--- config.mk ---
export PLATFORM = sky130hd
export DESIGN_NAME = edge_pe_flat
export DESIGN_NICKNAME = d
export VERILOG_FILES = /design/src/source/gnn_pkg.sv /design/src/source/gnn_if.sv /design/src/source/edge_pe.sv /design/src/flat_wrapper.sv
export VERILOG_INCLUDE_DIRS = /design/src /design/src/source
export SDC_FILE = /design/constraint.sdc
export NUM_CORES = 1
export LEC_CHECK = 0
export ABC_AREA = 1
export CORE_MARGIN = 4
export CORE_UTILIZATION = 50
export DETAILED_ROUTE_END_ITERATION = 7
export DONT_BUFFER_PORTS = 1
export PLACE_DENSITY_LB_ADDON = 0.05
export SYNTH_ARGS = -nofsm -noshare
export SYNTH_HDL_FRONTEND = slang
export SYNTH_SLANG_ARGS = --single-unit
--- constraint.sdc ---
create_clock -name clk -period 1.6 [get_ports clk]
set_input_delay 0.32 -clock clk [delete_from_list [all_inputs] [get_ports clk]]
set_output_delay 0.32 -clock clk [all_outputs]
set_load 0.005 [all_outputs]
--- src/source/gnn_settings.svh ---
`ifndef GNN_SETTINGS_SVH
`define GNN_SETTINGS_SVH

// edge PEs working in parallel
`define GNN_NUM_EDGE_PE 2

// raw instruction packet
`define GNN_PACKET_SIZE 16

// signed feature and weight values
`define GNN_FV_SIZE 8

// node id and neighbour count fields
`define GNN_NODE_ID_BITS 6
`define GNN_COUNT_BITS 4

// 15 features of 8 bits fit in 12 signed bits
`define GNN_ACC_BITS 12
`define GNN_OUT_BITS 20

`endif

--- src/source/gnn_pkg.sv ---
`default_nettype none

`include "gnn_settings.svh"

package gnn_pkg;

    // top two packet bits
    typedef enum logic [1:0] {
        op_weight_load = 2'd0,
        op_node_header = 2'd1,
        op_feature     = 2'd2,
        op_end_stream  = 2'd3
    } opcode_t;

    typedef logic [`GNN_PACKET_SIZE-1:0] packet_t;
    typedef logic [`GNN_NODE_ID_BITS-1:0] node_id_t;
    typedef logic [`GNN_COUNT_BITS-1:0] count_t;

    // feature and weight share one signed width
    typedef logic signed [`GNN_FV_SIZE-1:0] fv_t;
    typedef logic signed [`GNN_ACC_BITS-1:0] acc_t;
    typedef logic signed [`GNN_OUT_BITS-1:0] result_t;

    // node header layout
    // bits 13..8 node id, bits 3..0 neighbour count
    typedef struct packed {
        opcode_t opcode;
        node_id_t node_id;
        logic [`GNN_PACKET_SIZE-2-`GNN_NODE_ID_BITS-`GNN_COUNT_BITS-1:0] rsvd;
        count_t count;
    } header_pkt_t;

    // weight load and feature layout
    // low byte carries the signed value
    typedef struct packed {
        opcode_t opcode;
        logic [`GNN_PACKET_SIZE-2-`GNN_FV_SIZE-1:0] rsvd;
        fv_t value;
    } value_pkt_t;

endpackage

`default_nettype wire

--- src/source/gnn_if.sv ---
`default_nettype none

// decoder to one edge PE
// strobes last one cycle, idle is a level
interface edge_task_if;
    logic task_valid;
    gnn_pkg::node_id_t task_node_id;
    gnn_pkg::count_t task_count;
    gnn_pkg::fv_t task_weight;
    logic fv_valid;
    gnn_pkg::fv_t fv_data;
    logic idle;

    modport decoder (
        output task_valid, task_node_id, task_count, task_weight,
        output fv_valid, fv_data,
        input  idle
    );

    modport pe (
        input  task_valid, task_node_id, task_count, task_weight,
        input  fv_valid, fv_data,
        output idle
    );
endinterface

// one edge PE to the arbiter
// done and fields hold until grant
interface agg_if;
    logic done;
    gnn_pkg::node_id_t node_id;
    gnn_pkg::acc_t sum;
    gnn_pkg::fv_t weight;
    logic grant;

    modport pe (output done, node_id, sum, weight, input grant);
    modport arbiter (input done, node_id, sum, weight, output grant);
endinterface

`default_nettype wire

--- src/source/edge_pe.sv ---
`default_nettype none

module edge_pe (
    input  wire logic clk,
    input  wire logic arst_n,
    edge_task_if.pe   edge_task,
    agg_if.pe         agg
);

    // control state
    logic idle_q;
    logic done_q;
    gnn_pkg::count_t left_q;

    // node payload
    gnn_pkg::node_id_t node_id_q;
    gnn_pkg::fv_t weight_q;
    gnn_pkg::acc_t sum_q;

    always_ff @(posedge clk or negedge arst_n) begin
        if (!arst_n) begin
            idle_q <= 1'b1;
            done_q <= 1'b0;
            left_q <= '0;
        end else begin
            if (edge_task.task_valid) begin
                // busy from here until the result is taken
                idle_q <= 1'b0;
                left_q <= edge_task.task_count;
            end else if (edge_task.fv_valid && left_q != '0) begin
                left_q <= left_q - 1'b1;
                // last neighbour just arrived
                if (left_q == gnn_pkg::count_t'(1)) begin
                    done_q <= 1'b1;
                end
            end
            // arbiter took the sum
            if (done_q && agg.grant) begin
                done_q <= 1'b0;
                idle_q <= 1'b1;
            end
        end
    end

    always_ff @(posedge clk) begin
        if (edge_task.task_valid) begin
            node_id_q <= edge_task.task_node_id;
            weight_q  <= edge_task.task_weight;
            sum_q     <= '0;
        end else if (edge_task.fv_valid && left_q != '0) begin
            // sign extended feature into the wider sum
            sum_q <= sum_q + gnn_pkg::acc_t'(edge_task.fv_data);
        end
    end

    assign edge_task.idle = idle_q;

    // fields are stable while done is high
    assign agg.done    = done_q;
    assign agg.node_id = node_id_q;
    assign agg.sum     = sum_q;
    assign agg.weight  = weight_q;

endmodule

`default_nettype wire

--- src/flat_wrapper.sv ---
// flat-port wrapper written by rule: the top's interface ports become plain ports
module edge_pe_flat 
  (clk, arst_n, edge_task_task_valid, edge_task_task_node_id, edge_task_task_count, edge_task_task_weight, edge_task_fv_valid, edge_task_fv_data, edge_task_idle, agg_done, agg_node_id, agg_sum, agg_weight, agg_grant);
  edge_task_if edge_task_i ();
  agg_if agg_i ();
  input  wire logic clk;
  input  wire logic arst_n;
  input wire logic [$bits(edge_task_i.task_valid)-1:0] edge_task_task_valid;
  input wire logic [$bits(edge_task_i.task_node_id)-1:0] edge_task_task_node_id;
  input wire logic [$bits(edge_task_i.task_count)-1:0] edge_task_task_count;
  input wire logic [$bits(edge_task_i.task_weight)-1:0] edge_task_task_weight;
  input wire logic [$bits(edge_task_i.fv_valid)-1:0] edge_task_fv_valid;
  input wire logic [$bits(edge_task_i.fv_data)-1:0] edge_task_fv_data;
  output wire logic [$bits(edge_task_i.idle)-1:0] edge_task_idle;
  output wire logic [$bits(agg_i.done)-1:0] agg_done;
  output wire logic [$bits(agg_i.node_id)-1:0] agg_node_id;
  output wire logic [$bits(agg_i.sum)-1:0] agg_sum;
  output wire logic [$bits(agg_i.weight)-1:0] agg_weight;
  input wire logic [$bits(agg_i.grant)-1:0] agg_grant;
  assign edge_task_i.task_valid = edge_task_task_valid;
  assign edge_task_i.task_node_id = edge_task_task_node_id;
  assign edge_task_i.task_count = edge_task_task_count;
  assign edge_task_i.task_weight = edge_task_task_weight;
  assign edge_task_i.fv_valid = edge_task_fv_valid;
  assign edge_task_i.fv_data = edge_task_fv_data;
  assign edge_task_idle = edge_task_i.idle;
  assign agg_done = agg_i.done;
  assign agg_node_id = agg_i.node_id;
  assign agg_sum = agg_i.sum;
  assign agg_weight = agg_i.weight;
  assign agg_i.grant = agg_grant;
  edge_pe u_core (.clk(clk), .arst_n(arst_n), .edge_task(edge_task_i), .agg(agg_i));
endmodule
==> metrics, run 1 <==
die width=~68 um; n_diodes=0; vias per cell=5.28; Slew Viols, Final=0; root buf cell=clkbuf_4; fin cells=266; EDFF count, synth=14; crit path cell chain=ha_2, fa_2, nand2_1, nand3_2, nand2_1, xor2_1, a21oi_1; Final Critical Period=1490 ps; gr usage total=between 15 and 20%; main flop type after synthesis=edfxtp_1; Leakage=roughly 0.00095 uW; most frequent cells after synthesis=61 x nand2_1, 22 x inv_1, 16 x nand3_1; area grow syn2layout=12.9%; vias in the first global route=approximately 1400; PD cells=1100 nW/um2; Synth area leaders=edfxtp_1 23%, dfxtp_1 13%, nand2_1 13%, ha_1 8.9%, dfrtp_1 6.9%; DP HPWL=between 2000 and 3000 um; Cells after Synth=208; WL/cell=14.3 um; Critical Path Most Common Cell=nand2_1; DRC Markers=0; Vias=1404; CP peak stage delay=390 ps; Placed Cells=between 200 and 300; Synth top area share=23.1%; layout cell share with drive strength beyond 1=21.8%; Synthesized Nets=253; Yosys warnings=0; CTS H-tree depth=2; CTS tree=done; grt ovf=0; final WL=3790 um; final setup fails=0; CTS max path bufs=2; Worst Path Required=1820 ps; crit end category=flip-flop; sequential share of the synthesized area=44.7%; Buffers on Ports=0; first-pass GRT wire length=around 5900 um; clk slew on worst S/H paths=100 ps; post-synth top area cell=edfxtp_1; critical path type=flip-flop to flip-flop; post-layout power=between 2000 and 2500 uW; # Max-Cap Violations=0; worst reg2reg path endpoint=u_core.agg.sum[4]; Fin Hold WS=roughly 63 ps; Die ar.=4660 um2; Starting DRT DRC Count=just under 70; Synth Register Bits=32; largest net degree at the start of global routing=21; total CTS buffers=5; period utilization=around 93%; flop2flop setup slack=between 100 and 150 ps; placement row count=21; Synth cell types=30; Antenna Nets Post-Route=0; Placer Congestion=approximately 0.81; Critical Path AT=1710 ps; initial antenna violation count=0; clock skew=8.04 ps; top-count cell post-synth=nand2_1; Max VDD drop=436 uV; Cell Area, Synth=1820 um2; Reg-to-Reg Start=u_core.agg.sum[0]; crit-path max FO=4; fin util=60.1%; Final #Nets=264; filler instances=between 300 and 400; core area=3420 um2; clock latency on the worst-skew pair=330 ps; Avg Cell Area, Syn=8.74 um2; Slew headroom=~80%; crit path launch type=flip-flop; Async SR Flop Fraction=18.8%; Pre-Repair DR Iteration Count=4; Hold Path Sink=u_core.agg.done; hold path cells=1; Post-Route Setup TNS=0 ps; slowest CP cell=fa_2; Max Clock Freq=approximately 670 MHz; Worst Reg-to-Reg Cells=7; Final Hold Viols=0; status=completed; Die H=68.3 um; Hold Crit Start=agg_grant; Hold WC Path Type=primary input to flip-flop; CTS Sinks=32; I/O pin count=just under 60; Starting Density=53.2%; worst slew pin tran=just under 300 ps
[worst max-delay path by stage]
stage                         startpoint           endpoint  cells past startpoint  slack, ps
floorplan              u_core.agg.sum[0]  u_core.agg.sum[4]                      7         90
global placement    edge_task_fv_data[0]  u_core.agg.sum[8]                      8         60
detailed placement     u_core.agg.sum[0]  u_core.agg.sum[4]                      7         30
CTS                    u_core.agg.sum[0]  u_core.agg.sum[4]                      7         20
global route           u_core.agg.sum[0]  u_core.agg.sum[4]                      7         -6
finish                 u_core.agg.sum[0]  u_core.agg.sum[4]                      7        110
[worst max-delay path, delay by kind of cell, from the launching register on]
kind | cells | cell delay [ps]
compound gates | 1 | 80
fa+ha+maj | 2 | 580
xor+xnor | 1 | 140
simple gates | 3 | 250
flops | 1 | 340
[flip-flops by register name, indices dropped and copies added (netlist names)]
name                   flops
u_core.edge_task.idle      1
u_core.agg.node_id         6
u_core.agg.done            1
u_core.agg.sum            12
u_core.agg.weight          8
u_core.left_q              4
[layer usage]
layer	global-route usage, %	vias to the layer above	part of all wire (%)
met1	18.9	637	43
met5	0	-	0
li1	-	710	-
met4	5.96	0	1.4
met3	6.57	6	7.2
met2	29.6	51	49
[stage by stage]
stage               instance area [um2]  setup WS [ps]
detailed placement                 1880           26.6
finish                             2050            107
floorplan                          1820           86.2
CTS                                1970           17.3
global placement                   1880           63.0
global route                       2050          -6.45
[power by group]
group / internal (uW) / total (uW) / switching (uW)
sequential: 974 / 1080 / 107
combinational: 253 / 573 / 321
clock: 326 / 609 / 284
[cell families after synthesis]
kind of cell,share of synthesized area [%]
buffers and inverters,6.33
AND/OR/NAND/NOR,28.5
adder cells (fa/ha/maj),10.0
AO/OA/AOI/OAI,8.05
XOR/XNOR,2.41
flip-flops,44.7
[cell type report]
class | count | area [um2] | area share (%)
Sequential cell | 32 | 815 | 39.7
Inverter | 24 | 95.1 | 4.63
Clock inverter | 3 | 42.5 | 2.07
Clock buffer | 5 | 37.5 | 1.83
Tap cell | 46 | 57.6 | 2.80
Multi-Input combinational cell | 151 | 965 | 47.0
Timing Repair Buffer | 5 | 40.0 | 1.95
[cell usage in the layout, fill, tap and decap left out, types with 3 or more instances in the layout]
master and n:
a21oi_1 8, a22o_1 3, buf_4 4, clkbuf_4 5, dfrtp_1 5, dfxtp_1 10
edfxtp_1 14, ha_1 6, ha_2 3, ha_4 4, inv_1 22, nand2_1 61
nand2_2 11, nand3_1 14, nand4_1 3, nor2_1 12, o21ai_2 3, xnor2_1 3
[what timing repair did]
action	CTS	global route
endpoints found under the hold margin	6	0
gates resized for setup	0	13
buffers inserted	0	1
hold buffers	1	0
setup endpoints to repair	0	8
No activity file was read; power rests on OpenSTA's default activity.
==> run 2: changes to the inputs <==
==> constraint.sdc (replaced) <==
create_clock -name clk -period 1.64 [get_ports clk]
set_input_delay 0.328 -clock clk [delete_from_list [all_inputs] [get_ports clk]]
set_output_delay 0.328 -clock clk [all_outputs]
set_load 0.005 [all_outputs]
==> run 2 against run 1 <==
Compared with the run above: design area is 1.4% lower; global-route usage fell by 0.080 points; total power decreased by 3.3%; die area did not move; highest routed layer unchanged; register-to-register slack improved by 20 ps; largest cell class unchanged; clock power shrank 4.1%.
==> metrics, run 2 (synthesis results as in run 1) <==
status=completed; vias in the first global route=1321 (-3.2%); Final Critical Period=1510 ps (+20.5 ps); PnR worst setup slack=126 ps (+19.5 ps); Buffers on Ports=0 (unchanged); CTS Sinks=32 (unchanged); clk slew on worst S/H paths=100 ps (about the same); Final Instance Area=2020 um2 (-1.4%); WL/cell=14.6 um (+2.3%); top cell family by delay on the critical path=adder cells; worst slew pin tran=292 ps (-4.90 ps); clock latency on the worst-skew pair=330 ps (about the same); RSZ-0062 raised after global routing=true; crit path launch type=flip-flop; first-pass GRT wire length=5750 um (-3.2%); post-layout power=2190 uW (-3.3%); start point of the critical path=u_core.agg.sum[0]; Die ar.=4660 um2 (unchanged); gr usage total=17.0% (-0.080 points); grt ovf=0 (unchanged); power share of the combinational group=25.3% (about the same); die width=68.3 um (unchanged); CP bufs+invs=0 (unchanged); Die H=68.3 um (unchanged); placement row count=21 (unchanged); CTS tree=done; slowest CP cell=fa_2; Slew Viols, Final=0 (unchanged); crit path cell chain=ha_1, fa_2, nand2_1, nand3_1, nand3_1, nand3b_1, nand3_1, nand2_1; flop2flop setup slack=130 ps (+20 ps); Vias=1424 (+1.4%); final WL=3850 um (+1.5%); Worst Reg-to-Reg Cells=8 (+1); DP Area=1870 um2 (-0.40%); Hold Crit Start=agg_grant; largest net degree at the start of global routing=21 (unchanged); # Max-Cap Violations=0 (unchanged); Hold WC Path Type=primary input to flip-flop; hold path cells=1 (unchanged); Placer Congestion=0.847 (+4.4%); power share of the clock group=26.7% (-0.2 points); Final #Nets=262 (-0.76%); fin cells=264 (-0.75%); worst reg2reg path endpoint=u_core.agg.sum[8]; crit-path max FO=4 (unchanged); DP HPWL=2950 um (+2.6%); commonest cells after routing, fill and taps aside=61 x nand2_1, 22 x inv_1, 15 x nand3_1; n_diodes=0 (unchanged); core area=3420 um2 (unchanged); I/O pin count=59 (unchanged); Max Clock Freq=661 MHz (-1.4%); P_int=1510 uW (-2.8%); CP peak stage delay=390 ps (about the same); Placed Cells=255 (-0.39%); Reg-to-Reg Start=u_core.agg.sum[0]; CTS H-tree depth=2 (unchanged); Psw=680 uW (-4.5%); commonest non-fill, non-tap cell in the layout=nand2_1; period utilization=92.3% (-1.0 points); vias per cell=5.39 (+2.2%); Starting Density=53.2% (unchanged); root buf cell=clkbuf_4; Antenna Nets Post-Route=0 (unchanged); Seq pwr share=48.0% (+0.2 points); Worst Path Required=1870 ps (+50 ps); layout cell share with drive strength beyond 1=18.8% (-3.0 points); DRC Markers=0 (unchanged); area grow syn2layout=11.3%; final setup fails=0 (unchanged); Hold Path Sink=u_core.agg.done; max reg flops=12 (unchanged); fin util=59.2% (-0.84 points); clock skew=6.12 ps (-1.92 ps); Sw Share=31.1% (-0.38 points); crit end category=flip-flop; Final Hold Viols=0 (unchanged); Critical Path AT=1750 ps (+40 ps); Leakage=0.000938 uW (-1.5%); Max VDD drop=414 uV (-5.0%); Pre-Repair DR Iteration Count=4 (unchanged); Starting DRT DRC Count=70 (+2.9%); critical path type=flip-flop to flip-flop; CTS max path bufs=2 (unchanged); total CTS buffers=5 (unchanged); Setup WS pre-CTS=61.3 ps (+34.8 ps); initial antenna violation count=0 (unchanged); Critical Path Most Common Cell=nand3_1; PD cells=1080 nW/um2 (-1.9%); Slew headroom=80.6% (+0.33 points)
-- run 2: cell count changes in the layout (fill, tap and decap cells not counted) --
| cell | delta |
|---|---|
| clkinvlp_4 | -1 |
| ha_2 | -1 |
| clkbuf_1 | +1 |
| ha_1 | +1 |
| dfxtp_2 | -2 |
| nand3_1 | +1 |
| dfxtp_1 | +2 |
| buf_4 | -2 |
| nand3_2 | -1 |
-- run 2: through the flow --
stage / setup TNS [ps] / hold WS, ps
finish: 0 / 69.7
global route: -11.6 / 61.5
CTS: 0 / 61.1
detailed placement: 0 / 32.6
global placement: 0 / 32.5
floorplan: 0 / 32.4
-- run 2: final cells by class --
type | instances | area, um2
Fill cell | 306 | 1390
Sequential cell | 32 | 812
Multi-Input combinational cell | 151 | 957
Timing Repair Buffer | 3 | 25.0
Clock buffer | 6 | 41.3
Tap cell | 46 | 57.6
Inverter | 24 | 95.1
Clock inverter | 2 | 35.0
-- run 2: power by group through the flow --
stage | clock (uW) | combinational [uW] | sequential, uW
6_report | 584 | 554 | 1050
5_1_grt | 634 | 637 | 1070
4_1_cts | 604 | 520 | 1050
3_5_place_dp | 0 | 513 | 1070
3_3_place_gp | 0 | 500 | 1060
2_1_floorplan | 0 | 423 | 1040
-- run 2: timing repair --
action / CTS / global route
gates resized for setup: 0 / 9
hold buffers: 1 / 0
hold endpoints to repair: 6 / 0
endpoints found under the setup margin: 0 / 8
buffers inserted: 0 / 0
-- run 2: worst max path at each step --
stage	slack (ps)	cells after the start	endpoint
floorplan	130	7	u_core.agg.sum[4]
detailed placement	60	7	u_core.agg.sum[4]
CTS	50	7	u_core.agg.sum[4]
finish	130	8	u_core.agg.sum[8]
global placement	80	8	u_core.agg.sum[8]
global route	-9	7	u_core.agg.sum[4]
-- run 2: metal layers --
metal	track usage, %	routed length, um	vias to the layer above
met5	0	0	-
met4	7.44	65	0
met3	5.58	330	8
met2	29.4	1860	57
met1	18.9	1600	651
li1	-	-	708
