--- config.mk ---
export PLATFORM = sky130hd
export DESIGN_NAME = vertex_unit
export DESIGN_NICKNAME = d
export VERILOG_FILES = /design/src/source/gnn_pkg.sv /design/src/source/vertex_unit.sv
export VERILOG_INCLUDE_DIRS = /design/src /design/src/source
export SDC_FILE = /design/constraint.sdc
export NUM_CORES = 1
export LEC_CHECK = 0
export BUFFER_PORTS_ARGS = -buffer_cell sky130_fd_sc_hd__buf_2
export CELL_PAD_IN_SITES_DETAIL_PLACEMENT = 0
export CELL_PAD_IN_SITES_GLOBAL_PLACEMENT = 1
export CORE_ASPECT_RATIO = 0.6
export CORE_UTILIZATION = 45
export CTS_CLUSTER_SIZE = 24
export DETAILED_ROUTE_END_ITERATION = 16
export GPL_ROUTABILITY_DRIVEN = 0
export PLACE_DENSITY_LB_ADDON = 0.1
export SYNTH_ARGS = -nofsm -noshare
export SYNTH_HDL_FRONTEND = slang
export SYNTH_SLANG_ARGS = --single-unit
--- constraint.sdc ---
create_clock -name clk -period 0.8 [get_ports clk]
set_input_delay 0.12 -clock clk [delete_from_list [all_inputs] [get_ports clk]]
set_output_delay 0.12 -clock clk [all_outputs]
set_load 0.05 [all_outputs]
--- src/source/gnn_settings.svh ---
`ifndef GNN_SETTINGS_SVH
`define GNN_SETTINGS_SVH

// edge PEs working in parallel
`define GNN_NUM_EDGE_PE 2

// raw instruction packet
`define GNN_PACKET_SIZE 16

// signed feature and weight values
`define GNN_FV_SIZE 8

// node id and neighbour count fields
`define GNN_NODE_ID_BITS 6
`define GNN_COUNT_BITS 4

// 15 features of 8 bits fit in 12 signed bits
`define GNN_ACC_BITS 12
`define GNN_OUT_BITS 20

`endif

--- src/source/gnn_pkg.sv ---
`default_nettype none

`include "gnn_settings.svh"

package gnn_pkg;

    // top two packet bits
    typedef enum logic [1:0] {
        op_weight_load = 2'd0,
        op_node_header = 2'd1,
        op_feature     = 2'd2,
        op_end_stream  = 2'd3
    } opcode_t;

    typedef logic [`GNN_PACKET_SIZE-1:0] packet_t;
    typedef logic [`GNN_NODE_ID_BITS-1:0] node_id_t;
    typedef logic [`GNN_COUNT_BITS-1:0] count_t;

    // feature and weight share one signed width
    typedef logic signed [`GNN_FV_SIZE-1:0] fv_t;
    typedef logic signed [`GNN_ACC_BITS-1:0] acc_t;
    typedef logic signed [`GNN_OUT_BITS-1:0] result_t;

    // node header layout
    // bits 13..8 node id, bits 3..0 neighbour count
    typedef struct packed {
        opcode_t opcode;
        node_id_t node_id;
        logic [`GNN_PACKET_SIZE-2-`GNN_NODE_ID_BITS-`GNN_COUNT_BITS-1:0] rsvd;
        count_t count;
    } header_pkt_t;

    // weight load and feature layout
    // low byte carries the signed value
    typedef struct packed {
        opcode_t opcode;
        logic [`GNN_PACKET_SIZE-2-`GNN_FV_SIZE-1:0] rsvd;
        fv_t value;
    } value_pkt_t;

endpackage

`default_nettype wire

--- src/source/vertex_unit.sv ---
`default_nettype none

`include "gnn_settings.svh"

module vertex_unit (
    input  wire logic              clk,
    input  wire logic              arst_n,
    input  wire logic              sel_valid,
    input  wire gnn_pkg::node_id_t sel_node_id,
    input  wire gnn_pkg::acc_t     sel_sum,
    input  wire gnn_pkg::fv_t      sel_weight,
    output logic                   out_valid,
    output gnn_pkg::node_id_t      out_node_id,
    output gnn_pkg::result_t       out_value,
    output logic                   vertex_idle
);

    gnn_pkg::result_t product;
    gnn_pkg::result_t relu;

    // both operands sign extended to the result width
    // 12 x 8 bits cannot overflow 20
    assign product = gnn_pkg::result_t'(sel_sum) * gnn_pkg::result_t'(sel_weight);

    // negative products clamp to zero
    assign relu = product[`GNN_OUT_BITS-1] ? '0 : product;

    always_ff @(posedge clk or negedge arst_n) begin
        if (!arst_n) begin
            out_valid <= 1'b0;
        end else begin
            // one cycle after the grant
            out_valid <= sel_valid;
        end
    end

    // result register, only loaded on a grant
    always_ff @(posedge clk) begin
        if (sel_valid) begin
            out_node_id <= sel_node_id;
            out_value   <= relu;
        end
    end

    // busy while a result sits in the register
    assign vertex_idle = !out_valid;

endmodule

`default_nettype wire

==> impl_metrics.json, run 1 <==
{
  "synth_cell_types": 34,
  "synth_area_um2": 4370,
  "yosysMostFrequentCell": "inv_1",
  "cts_tree": "yes",
  "fin_crit_sh": 5.363,
  "first_pass_iters": 4,
  "cts_made_buffers": 3,
  "synth-seq-cells": 26,
  "synth-edff-count": 25,
  "htreeDepth": 1,
  "finalSetupViolCount": 46,
  "min_from": "sel_node_id[1]",
  "numPortBuffers": 55,
  "fin_area_um2": 6011,
  "initialDrtViolationCount": 128,
  "start_kind": "primary input",
  "wirelength_um": 10780,
  "clkTransAtPathRegs_ns": 0.07,
  "cp.arrival_ns": 4.29,
  "coreArea_um2": 9290,
  "hold_slack_ns": 0.03324,
  "n_antenna_cell": 0,
  "synth_compound_area_frac": 0.06470,
  "wire_per_inst_um": 15.24,
  "fin_crit_ns": 4.291,
  "grt_usage": 0.2418,
  "start_util": 0.4704,
  "drc": 0,
  "syn_avg_cell_area_um2": 9.843,
  "clkSinkCount": 26,
  "m1WireLength_um": 5732,
  "drt-vias-per-instance": 4.638,
  "place_ws_ns": -3.814,
  "die_x_um": 129.2,
  "synthFlopType": "edfxtp_1",
  "grt_pass1_wl_um": 18580,
  "syn_nets": 589,
  "hp-class": "primary input to register",
  "critPathCaptureType": "register",
  "antenna_found_initial": 0,
  "yosysWarnings": 0,
  "synth-simple-area-share": 0.1526,
  "die_area_um2": 10120,
  "ys_seq_area_frac": 0.1775,
  "multi_input_area_um2": 3353,
  "layout.nets": 723,
  "synth-xor-area-share": 0.03779,
  "areaGrowthSynthToFinish_pct": 37.53,
  "synthAdderAreaFrac": 0.4678,
  "route.met2.wl_um": 4390,
  "rsz0062_at_grt": "true",
  "synth_top_area_share": 0.3619,
  "place.detailed.hpwl_um": 8951,
  "top_layer_used": "met4",
  "worst_ep_required_time_ns": 0.80,
  "place_area_um2": 5420,
  "drive_gt1_frac": 0.3189,
  "io_pins": 57,
  "slew_viol_final": 0,
  "synthArstFlopShare": 0.03846,
  "synth_top_area_cell": "fa_1",
  "maxCapViolCount": 0,
  "synthTopCellsByCount": "inv_1 (102), fa_1 (79), and2_1 (57), ha_1 (37), nand2_1 (35)",
  "holdPathStages": 1,
  "synthTopCellsByArea": "fa_1 (36%), edfxtp_1 (17%), ha_1 (11%)",
  "clockRootBuffer": "clkbuf_16",
  "hold_viol": 0,
  "grt_max_degree": 27,
  "regArea_um2": 777.0,
  "post-route-util": 0.6470,
  "synth.area.mux_share": 0,
  "final.setup.worst_slack_ns": -3.491,
  "crit_path_max_fanout": 6,
  "synth_top_family_by_area": "adder cells",
  "outcome": "finished with violations",
  "hold_end": "out_node_id[1]",
  "wl_met3_um": 643,
  "clock_tree.buffer_depth": 2,
  "rows": 27,
  "vias": 3279,
  "chipHeight_um": 78.34,
  "clock.fmax_mhz": 233.1,
  "drtAntennaViolNets": 0,
  "fill_cells": 771,
  "grt-ovfl-total": 0,
  "syn_inst": 444,
  "first_global_vias": 3585,
  "path_class": "primary input to register",
  "violations": "negative setup slack"
}
[cell type report]
| cell class | instances | share of cell area |
|---|---|---|
| multi-input cells | 306 | 0.5579 |
| repair buffers | 139 | 0.2032 |
| flip-flops and latches | 26 | 0.1293 |
| inverters | 102 | 0.06515 |
| well taps | 130 | 0.02706 |
| clock buffers | 3 | 0.01249 |
| clock inverters | 1 | 0.004996 |
[metal layers]
metal	vias up	global-route usage
met3	2	0.02181
met5	-	0
li1	1610	-
met1	1589	0.4041
met4	0	0.01765
met2	78	0.3457
[through the flow]
stage / std cells / TNS (ns)
2_1_floorplan: 444 / -63.53
3_3_place_gp: 692 / -71.08
3_5_place_dp: 692 / -72.00
4_1_cts: 705 / -68.29
5_1_grt: 707 / -73.05
6_report: 707 / -69.80
[logic make-up after synthesis]
kind of cell | after synthesis
simple gates | 133
fa+ha+maj | 116
buf+inv | 112
compound gates | 38
flops | 26
xor+xnor | 18
other cells | 1
[cell usage in the layout, fill, tap and decap left out, types with 20 or more instances in the layout]
cell type / n
and2_1: 51
nand2_1: 34
buf_6: 30
ha_1: 32
inv_1: 96
edfxtp_1: 25
buf_2: 21
buf_4: 79
nor2_1: 20
fa_1: 78
[worst max-delay path, cell delays in order]
cell and delay, ns:
buf_6 0.11, buf_4 0.13, and2_1 0.14, fa_1 0.50, inv_1 0.05, fa_1 0.49
fa_1 0.52, fa_1 0.50, inv_1 0.07, ha_4 0.28, o211ai_1 0.17, o211ai_4 0.24
a31oi_4 0.13, o31ai_4 0.33, xnor2_4 0.17, buf_12 0.16, clkbuf_16 0.14, a211oi_1 0.04
[flip-flops by register name, summed over array words and instances (netlist names)]
signal and cells:
out_value 19, out_node_id 6, out_valid 1
[worst max path at each step]
stage,start,end,slack (ns)
3_5_place_dp,sel_weight[7],out_value[15],-3.81
2_1_floorplan,sel_weight[3],out_value[10],-3.40
4_1_cts,sel_weight[3],out_value[16],-3.41
6_report,sel_sum[5],out_value[11],-3.49
5_1_grt,sel_weight[3],out_value[8],-3.62
3_3_place_gp,sel_weight[6],out_value[17],-3.74
[timing repair]
action / CTS / global route
endpoints found under the hold margin: 1 / 0
setup endpoints to repair: 46 / 46
setup buffers: 6 / 2
hold buffers: 1 / 0
pin swaps: 4 / 11
gates resized for setup: 82 / 18
gates cloned: 2 / 1
Power of run 1 is left out: the tool's default activity adds up to more than one toggle a clock period on the data nets, which glitch-free logic cannot reach.
==> run 2: changes to the inputs <==
- CTS_BUF_LIST: unset -> sky130_fd_sc_hd__clkbuf_8
==> run 2 against run 1 <==
The flow still finishes with violations (negative setup slack). Maximum frequency rose by 0.48%. Cell count did not move. Cell area fell by 0.48%. Core utilization fell by 0.31 points. Global-route usage rose by 0.076 points. Clock-buffer cell count did not move. Worst setup slack improved by 0.021 ns. Hold slack got worse by 0.018 ns. First-iteration DRC count rose by 43%. Die area did not move. Largest cell class unchanged.
==> impl_metrics.json, run 2 (synthesis results as in run 1) <==
{
  "drive_gt1_frac": 0.3172,
  "fin_crit_ns": 4.270,
  "grt_max_degree": 27,
  "die_x_um": 129.2,
  "wire_per_inst_um": 15.38,
  "place.detailed.hpwl_um": 8951,
  "initialDrtViolationCount": 183,
  "rsz0062_at_grt": "true",
  "die_area_um2": 10120,
  "drtAntennaViolNets": 0,
  "htreeDepth": 1,
  "crit_path_max_fanout": 6,
  "vias": 3328,
  "violations": "negative setup slack",
  "worst_ep_required_time_ns": 0.91,
  "cts_tree": "yes",
  "wirelength_um": 10870,
  "slowest_stage": "fa_1",
  "finalSetupViolCount": 46,
  "critPathCaptureType": "register",
  "use_met1": 0.4045,
  "outcome": "finished with violations",
  "final.setup.worst_slack_ns": -3.470,
  "clock_tree.buffer_depth": 2,
  "path_class": "primary input to register",
  "start_util": 0.4704,
  "clkTransAtPathRegs_ns": 0.10,
  "regMostFlops": "out_value",
  "path_cells": "buf_6, buf_4, and2_1, fa_1, inv_1, fa_1, fa_1, fa_1, inv_1, ha_4, o211ai_1, o211ai_4, a31oi_4, o31ai_4, xnor2_4, buf_12, buf_12, a211oi_2",
  "place_ws_ns": -3.814,
  "clkSinkCount": 26,
  "met3_usage": 0.02386,
  "clock.fmax_mhz": 234.2,
  "worstSetupEndpoint": "out_value[11]",
  "areaGrowthSynthToFinish_pct": 36.87,
  "largest_reg_flops": 19,
  "reg_top3": "out_value x19, out_node_id x6, out_valid x1",
  "clockRootBuffer": "clkbuf_8",
  "drc": 0,
  "final_common_cell": "inv_1",
  "io_pins": 57,
  "grt_pass1_wl_um": 18620,
  "rows": 27,
  "numPortBuffers": 55,
  "cts_made_buffers": 3,
  "slowest_delay_ns": 0.52,
  "fill_cells": 779,
  "final_cell_mix": "inv_1 (96), buf_4 (79), fa_1 (78)",
  "cpMostUsedCell": "fa_1",
  "cp.arrival_ns": 4.38,
  "start_kind": "primary input",
  "antenna_found_initial": 0,
  "fin_crit_sh": 5.338,
  "hp-class": "primary input to register",
  "slew_viol_final": 0,
  "drt-vias-per-instance": 4.707,
  "hold_viol": 0,
  "grt-ovfl-total": 0,
  "grt_most_used_layer": "met1",
  "grt_use_met2": 0.3462,
  "first_pass_iters": 4,
  "chipHeight_um": 78.34,
  "grt_usage": 0.2426,
  "maxCapViolCount": 0,
  "layout.nets": 723,
  "critPathLaunch": "sel_sum[5]",
  "coreArea_um2": 9290,
  "first_global_vias": 3579,
  "n_antenna_cell": 0,
  "holdPathStages": 1
}
[run 2: cell counts in the layout (fill, tap and decap cells not counted)]
No cell type changed its count.
[run 2: worst min-delay path by stage]
stage,startpoint,to
detailed placement,arst_n,out_valid
finish,sel_node_id[1],out_node_id[1]
floorplan,arst_n,out_valid
global placement,arst_n,out_valid
CTS,sel_node_id[2],out_node_id[2]
global route,sel_node_id[2],out_node_id[2]
[run 2: layout make-up]
class	instances	area, µm²	share of cell area
clock inverters	1	30.03	0.005020
well taps	130	162.7	0.02719
clock buffers	3	41.29	0.006902
multi-input cells	306	3358	0.5614
repair buffers	139	1221	0.2041
flip-flops and latches	26	777.0	0.1299
inverters	102	391.6	0.06547
[run 2: critical path: cells and delay by family]
kind | cells | cell delay [ns]
compound gates | 5 | 1.05
fa+ha+maj | 5 | 2.30
buf+inv | 6 | 0.66
simple gates | 1 | 0.14
xor+xnor | 1 | 0.12
[run 2: metrics by stage]
stage | cell area (µm²) | TNS [ns] | instances | hold slack (ns) | utilization
final | 5982 | -70.05 | 707 | 0.01479 | 0.6439
after global routing | 5982 | -73.15 | 707 | 0.0002122 | 0.6439
after CTS | 5867 | -68.54 | 705 | 0.01147 | 0.6315
after detailed placement | 5420 | -72.00 | 692 | -0.1027 | 0.5834
after global placement | 5420 | -71.08 | 692 | -0.1052 | 0.5834
after floorplan | 4523 | -63.53 | 444 | -0.1756 | -
[run 2: timing repair]
action                                  4_1_cts  5_1_grt
endpoints found under the hold margin         1        0
hold buffers                                  1        0
gates resized for setup                      80       20
endpoints found under the setup margin       46       46
gates cloned                                  2        1
buffers inserted                              6        3
pin swaps                                     4       13
[run 2: metal layers]
| layer | vias to the layer above | share of wire |
|---|---|---|
| met3 | 2 | 0.060 |
| li1 | 1610 | - |
| met2 | 90 | 0.40 |
| met4 | 0 | 0.00083 |
| met1 | 1626 | 0.53 |
| met5 | - | 0 |
Power of run 2 is left out for the same reason.
==> run 3: changes to the inputs <==
- ABC_AREA: unset -> 1
==> run 3 against run 2 <==
The run still ends with negative setup slack left. Synthesized cell count up 49%. Sequential share of layout area down 1.2 points. Core utilization down 2.3 points. Cell count up 30%. Wire length up 6.5%. Global-route usage down 2.0 points.
==> impl_metrics.json, run 3 <==
{
  "vias": 4210,
  "wirelength_um": 11580,
  "start_kind": "primary input",
  "vdd_drop_max_mv": 2.862,
  "maxCapViolCount": 0,
  "ys_seq_area_frac": 0.1566,
  "io_pins": 57,
  "synth_top_area_cell": "fa_1",
  "post-route-util": 0.6210,
  "place.detailed.hpwl_um": 9636,
  "yosysWarnings": 0,
  "place_area_um2": 6031,
  "reg_top3": "out_value x19, out_node_id x6, out_valid x1",
  "clockRootBuffer": "clkbuf_8",
  "violations": "negative setup slack",
  "critPathCaptureType": "register",
  "outcome": "finished with violations",
  "cts_made_buffers": 3,
  "path_class": "primary input to register",
  "start_util": 0.4659,
  "numPortBuffers": 55,
  "finalSetupViolCount": 46,
  "synth_cell_types": 25,
  "final_cells": 921,
  "antenna_found_initial": 0,
  "coreArea_um2": 10630,
  "synthArstFlopShare": 0.03846,
  "crit_path_max_fanout": 6,
  "syn_avg_cell_area_um2": 7.483,
  "die_area_um2": 11450,
  "clock_tree.buffer_depth": 2,
  "regMostFlops": "out_value",
  "final_common_cell": "inv_1",
  "first_global_vias": 4535,
  "synth_area_um2": 4954,
  "critPathLaunch": "sel_weight[7]",
  "hold_viol": 0,
  "synthTopCellsByCount": "inv_1 (220), nand2_1 (178), fa_1 (79), ha_1 (37), nor2_1 (37)",
  "multi_input_area_um2": 3643,
  "place_ws_ns": -3.483,
  "die_x_um": 137.5,
  "htreeDepth": 1,
  "worst_ep_required_time_ns": 0.84,
  "place_inst": 908,
  "tns_ns": -61.43,
  "synthTopCellsByArea": "fa_1 (32%), inv_1 (17%), edfxtp_1 (15%)",
  "drtAntennaViolNets": 0,
  "hp-class": "primary input to register",
  "drc": 0,
  "slew_viol_final": 0,
  "synth-edff-count": 25,
  "clkTransAtPathRegs_ns": 0.09,
  "areaGrowthSynthToFinish_pct": 33.29,
  "drt-vias-per-instance": 4.571,
  "final.setup.worst_slack_ns": -3.009,
  "grt_pass1_wl_um": 20130,
  "leakagePower_nw": 3.820,
  "fin_area_um2": 6603,
  "synth_top_area_share": 0.3193,
  "grt_usage": 0.2226,
  "rsz0062_at_grt": "true",
  "fill_cells": 963,
  "syn_inst": 662,
  "chipHeight_um": 83.27,
  "initialDrtViolationCount": 161,
  "synth-seq-cells": 26,
  "pwr_density_cell_nw_per_um2": 4325,
  "layout.nets": 928,
  "fin_crit_ns": 3.809,
  "drive_gt1_frac": 0.2852,
  "grt-ovfl-total": 0,
  "yosysMostFrequentCell": "inv_1",
  "synthFlopType": "edfxtp_1",
  "wire_per_inst_um": 12.58,
  "regArea_um2": 777.0,
  "clock.fmax_mhz": 262.5,
  "n_antenna_cell": 0,
  "grt_max_degree": 27,
  "cp.arrival_ns": 3.85,
  "clkSinkCount": 26,
  "syn_nets": 807,
  "fin_crit_sh": 4.761,
  "final_cell_mix": "inv_1 (211), nand2_1 (165), buf_4 (79)",
  "min_from": "sel_node_id[5]",
  "largest_reg_flops": 19,
  "first_pass_iters": 5,
  "cts_tree": "yes",
  "rows": 29
}
[run 3: changes by cell type after synthesis, moves of 6 or more]
cell	delta
inv_1	+118
nor2_2	+11
nand2_2	+6
xnor2_1	-8
nand3_1	+15
and2_1	-54
clkbuf_1	+7
nand2_1	+143
nor2b_1	-6
nor2_1	+7
[run 3: kinds of logic after synthesis]
family / count (synthesis) / share of synthesized area
adders and majority gates: 116 / 0.4127
AOI/OAI and AO/OA: 9 / 0.009852
buffers and inverters: 242 / 0.1877
and+or+nand+nor: 260 / 0.2182
DFF: 26 / 0.1566
other: 1 / 0.0007570
xor gates and xnor gates: 8 / 0.01415
[run 3: cell type report]
class	count	share of cell area
repair buffers	135	0.1696
well taps	139	0.02634
flip-flops and latches	26	0.1177
clock buffers	4	0.008338
inverters	220	0.1262
multi-input cells	397	0.5518
[run 3: timing repair]
action,CTS,global route
endpoints found under the hold margin,1,0
cloned,2,2
buffers inserted,1,3
endpoints found under the setup margin,46,46
resized for setup,83,32
pin swaps,15,6
hold buffers,1,0
[run 3: per-stage QoR]
step | hold slack, ns | total power, W
floorplan | -0.1756 | 0.01769
CTS | 0.003046 | 0.02650
finish | 0.007990 | 0.02856
detailed placement | -0.1037 | 0.02344
global placement | -0.1057 | 0.02308
global route | 0.001597 | 0.03150
[run 3: worst paths after layout]
path / to / slack [ns] / cells past startpoint
worst max-delay path: out_value[8] / -3.01 / 19
worst min-delay path: out_node_id[5] / 0.008 / 1
max in group asynchronous: out_valid / 0.57 / 2
min in group asynchronous: out_valid / 0.14 / 2
[run 3: power by group]
group	internal, W	switching [W]
Clock	0.000442	0.000440
Combinational	0.0107	0.0141
Sequential	0.00257	0.000245
Total	0.0138	0.0148
[run 3: worst max-delay path: stages]
cell,delay [ns]
buf_6,0.07
clkinvlp_4,0.16
buf_12,0.20
nor2_4,0.10
fa_1,0.45
fa_1,0.47
fa_1,0.49
inv_1,0.05
fa_1,0.53
inv_1,0.06
ha_4,0.24
nand2_4,0.08
inv_1,0.05
a21oi_2,0.18
nand2_4,0.09
a21oi_4,0.19
nand2_8,0.13
nand2_8,0.14
nor2_2,0.05
[run 3: routing by layer]
layer / share of wire / track usage
met1: 0.47 / 0.3037
met2: 0.47 / 0.3769
met3: 0.053 / 0.03663
met4: 0.0092 / 0.03197
met5: 0 / 0
(Power assumes the default switching activity.)
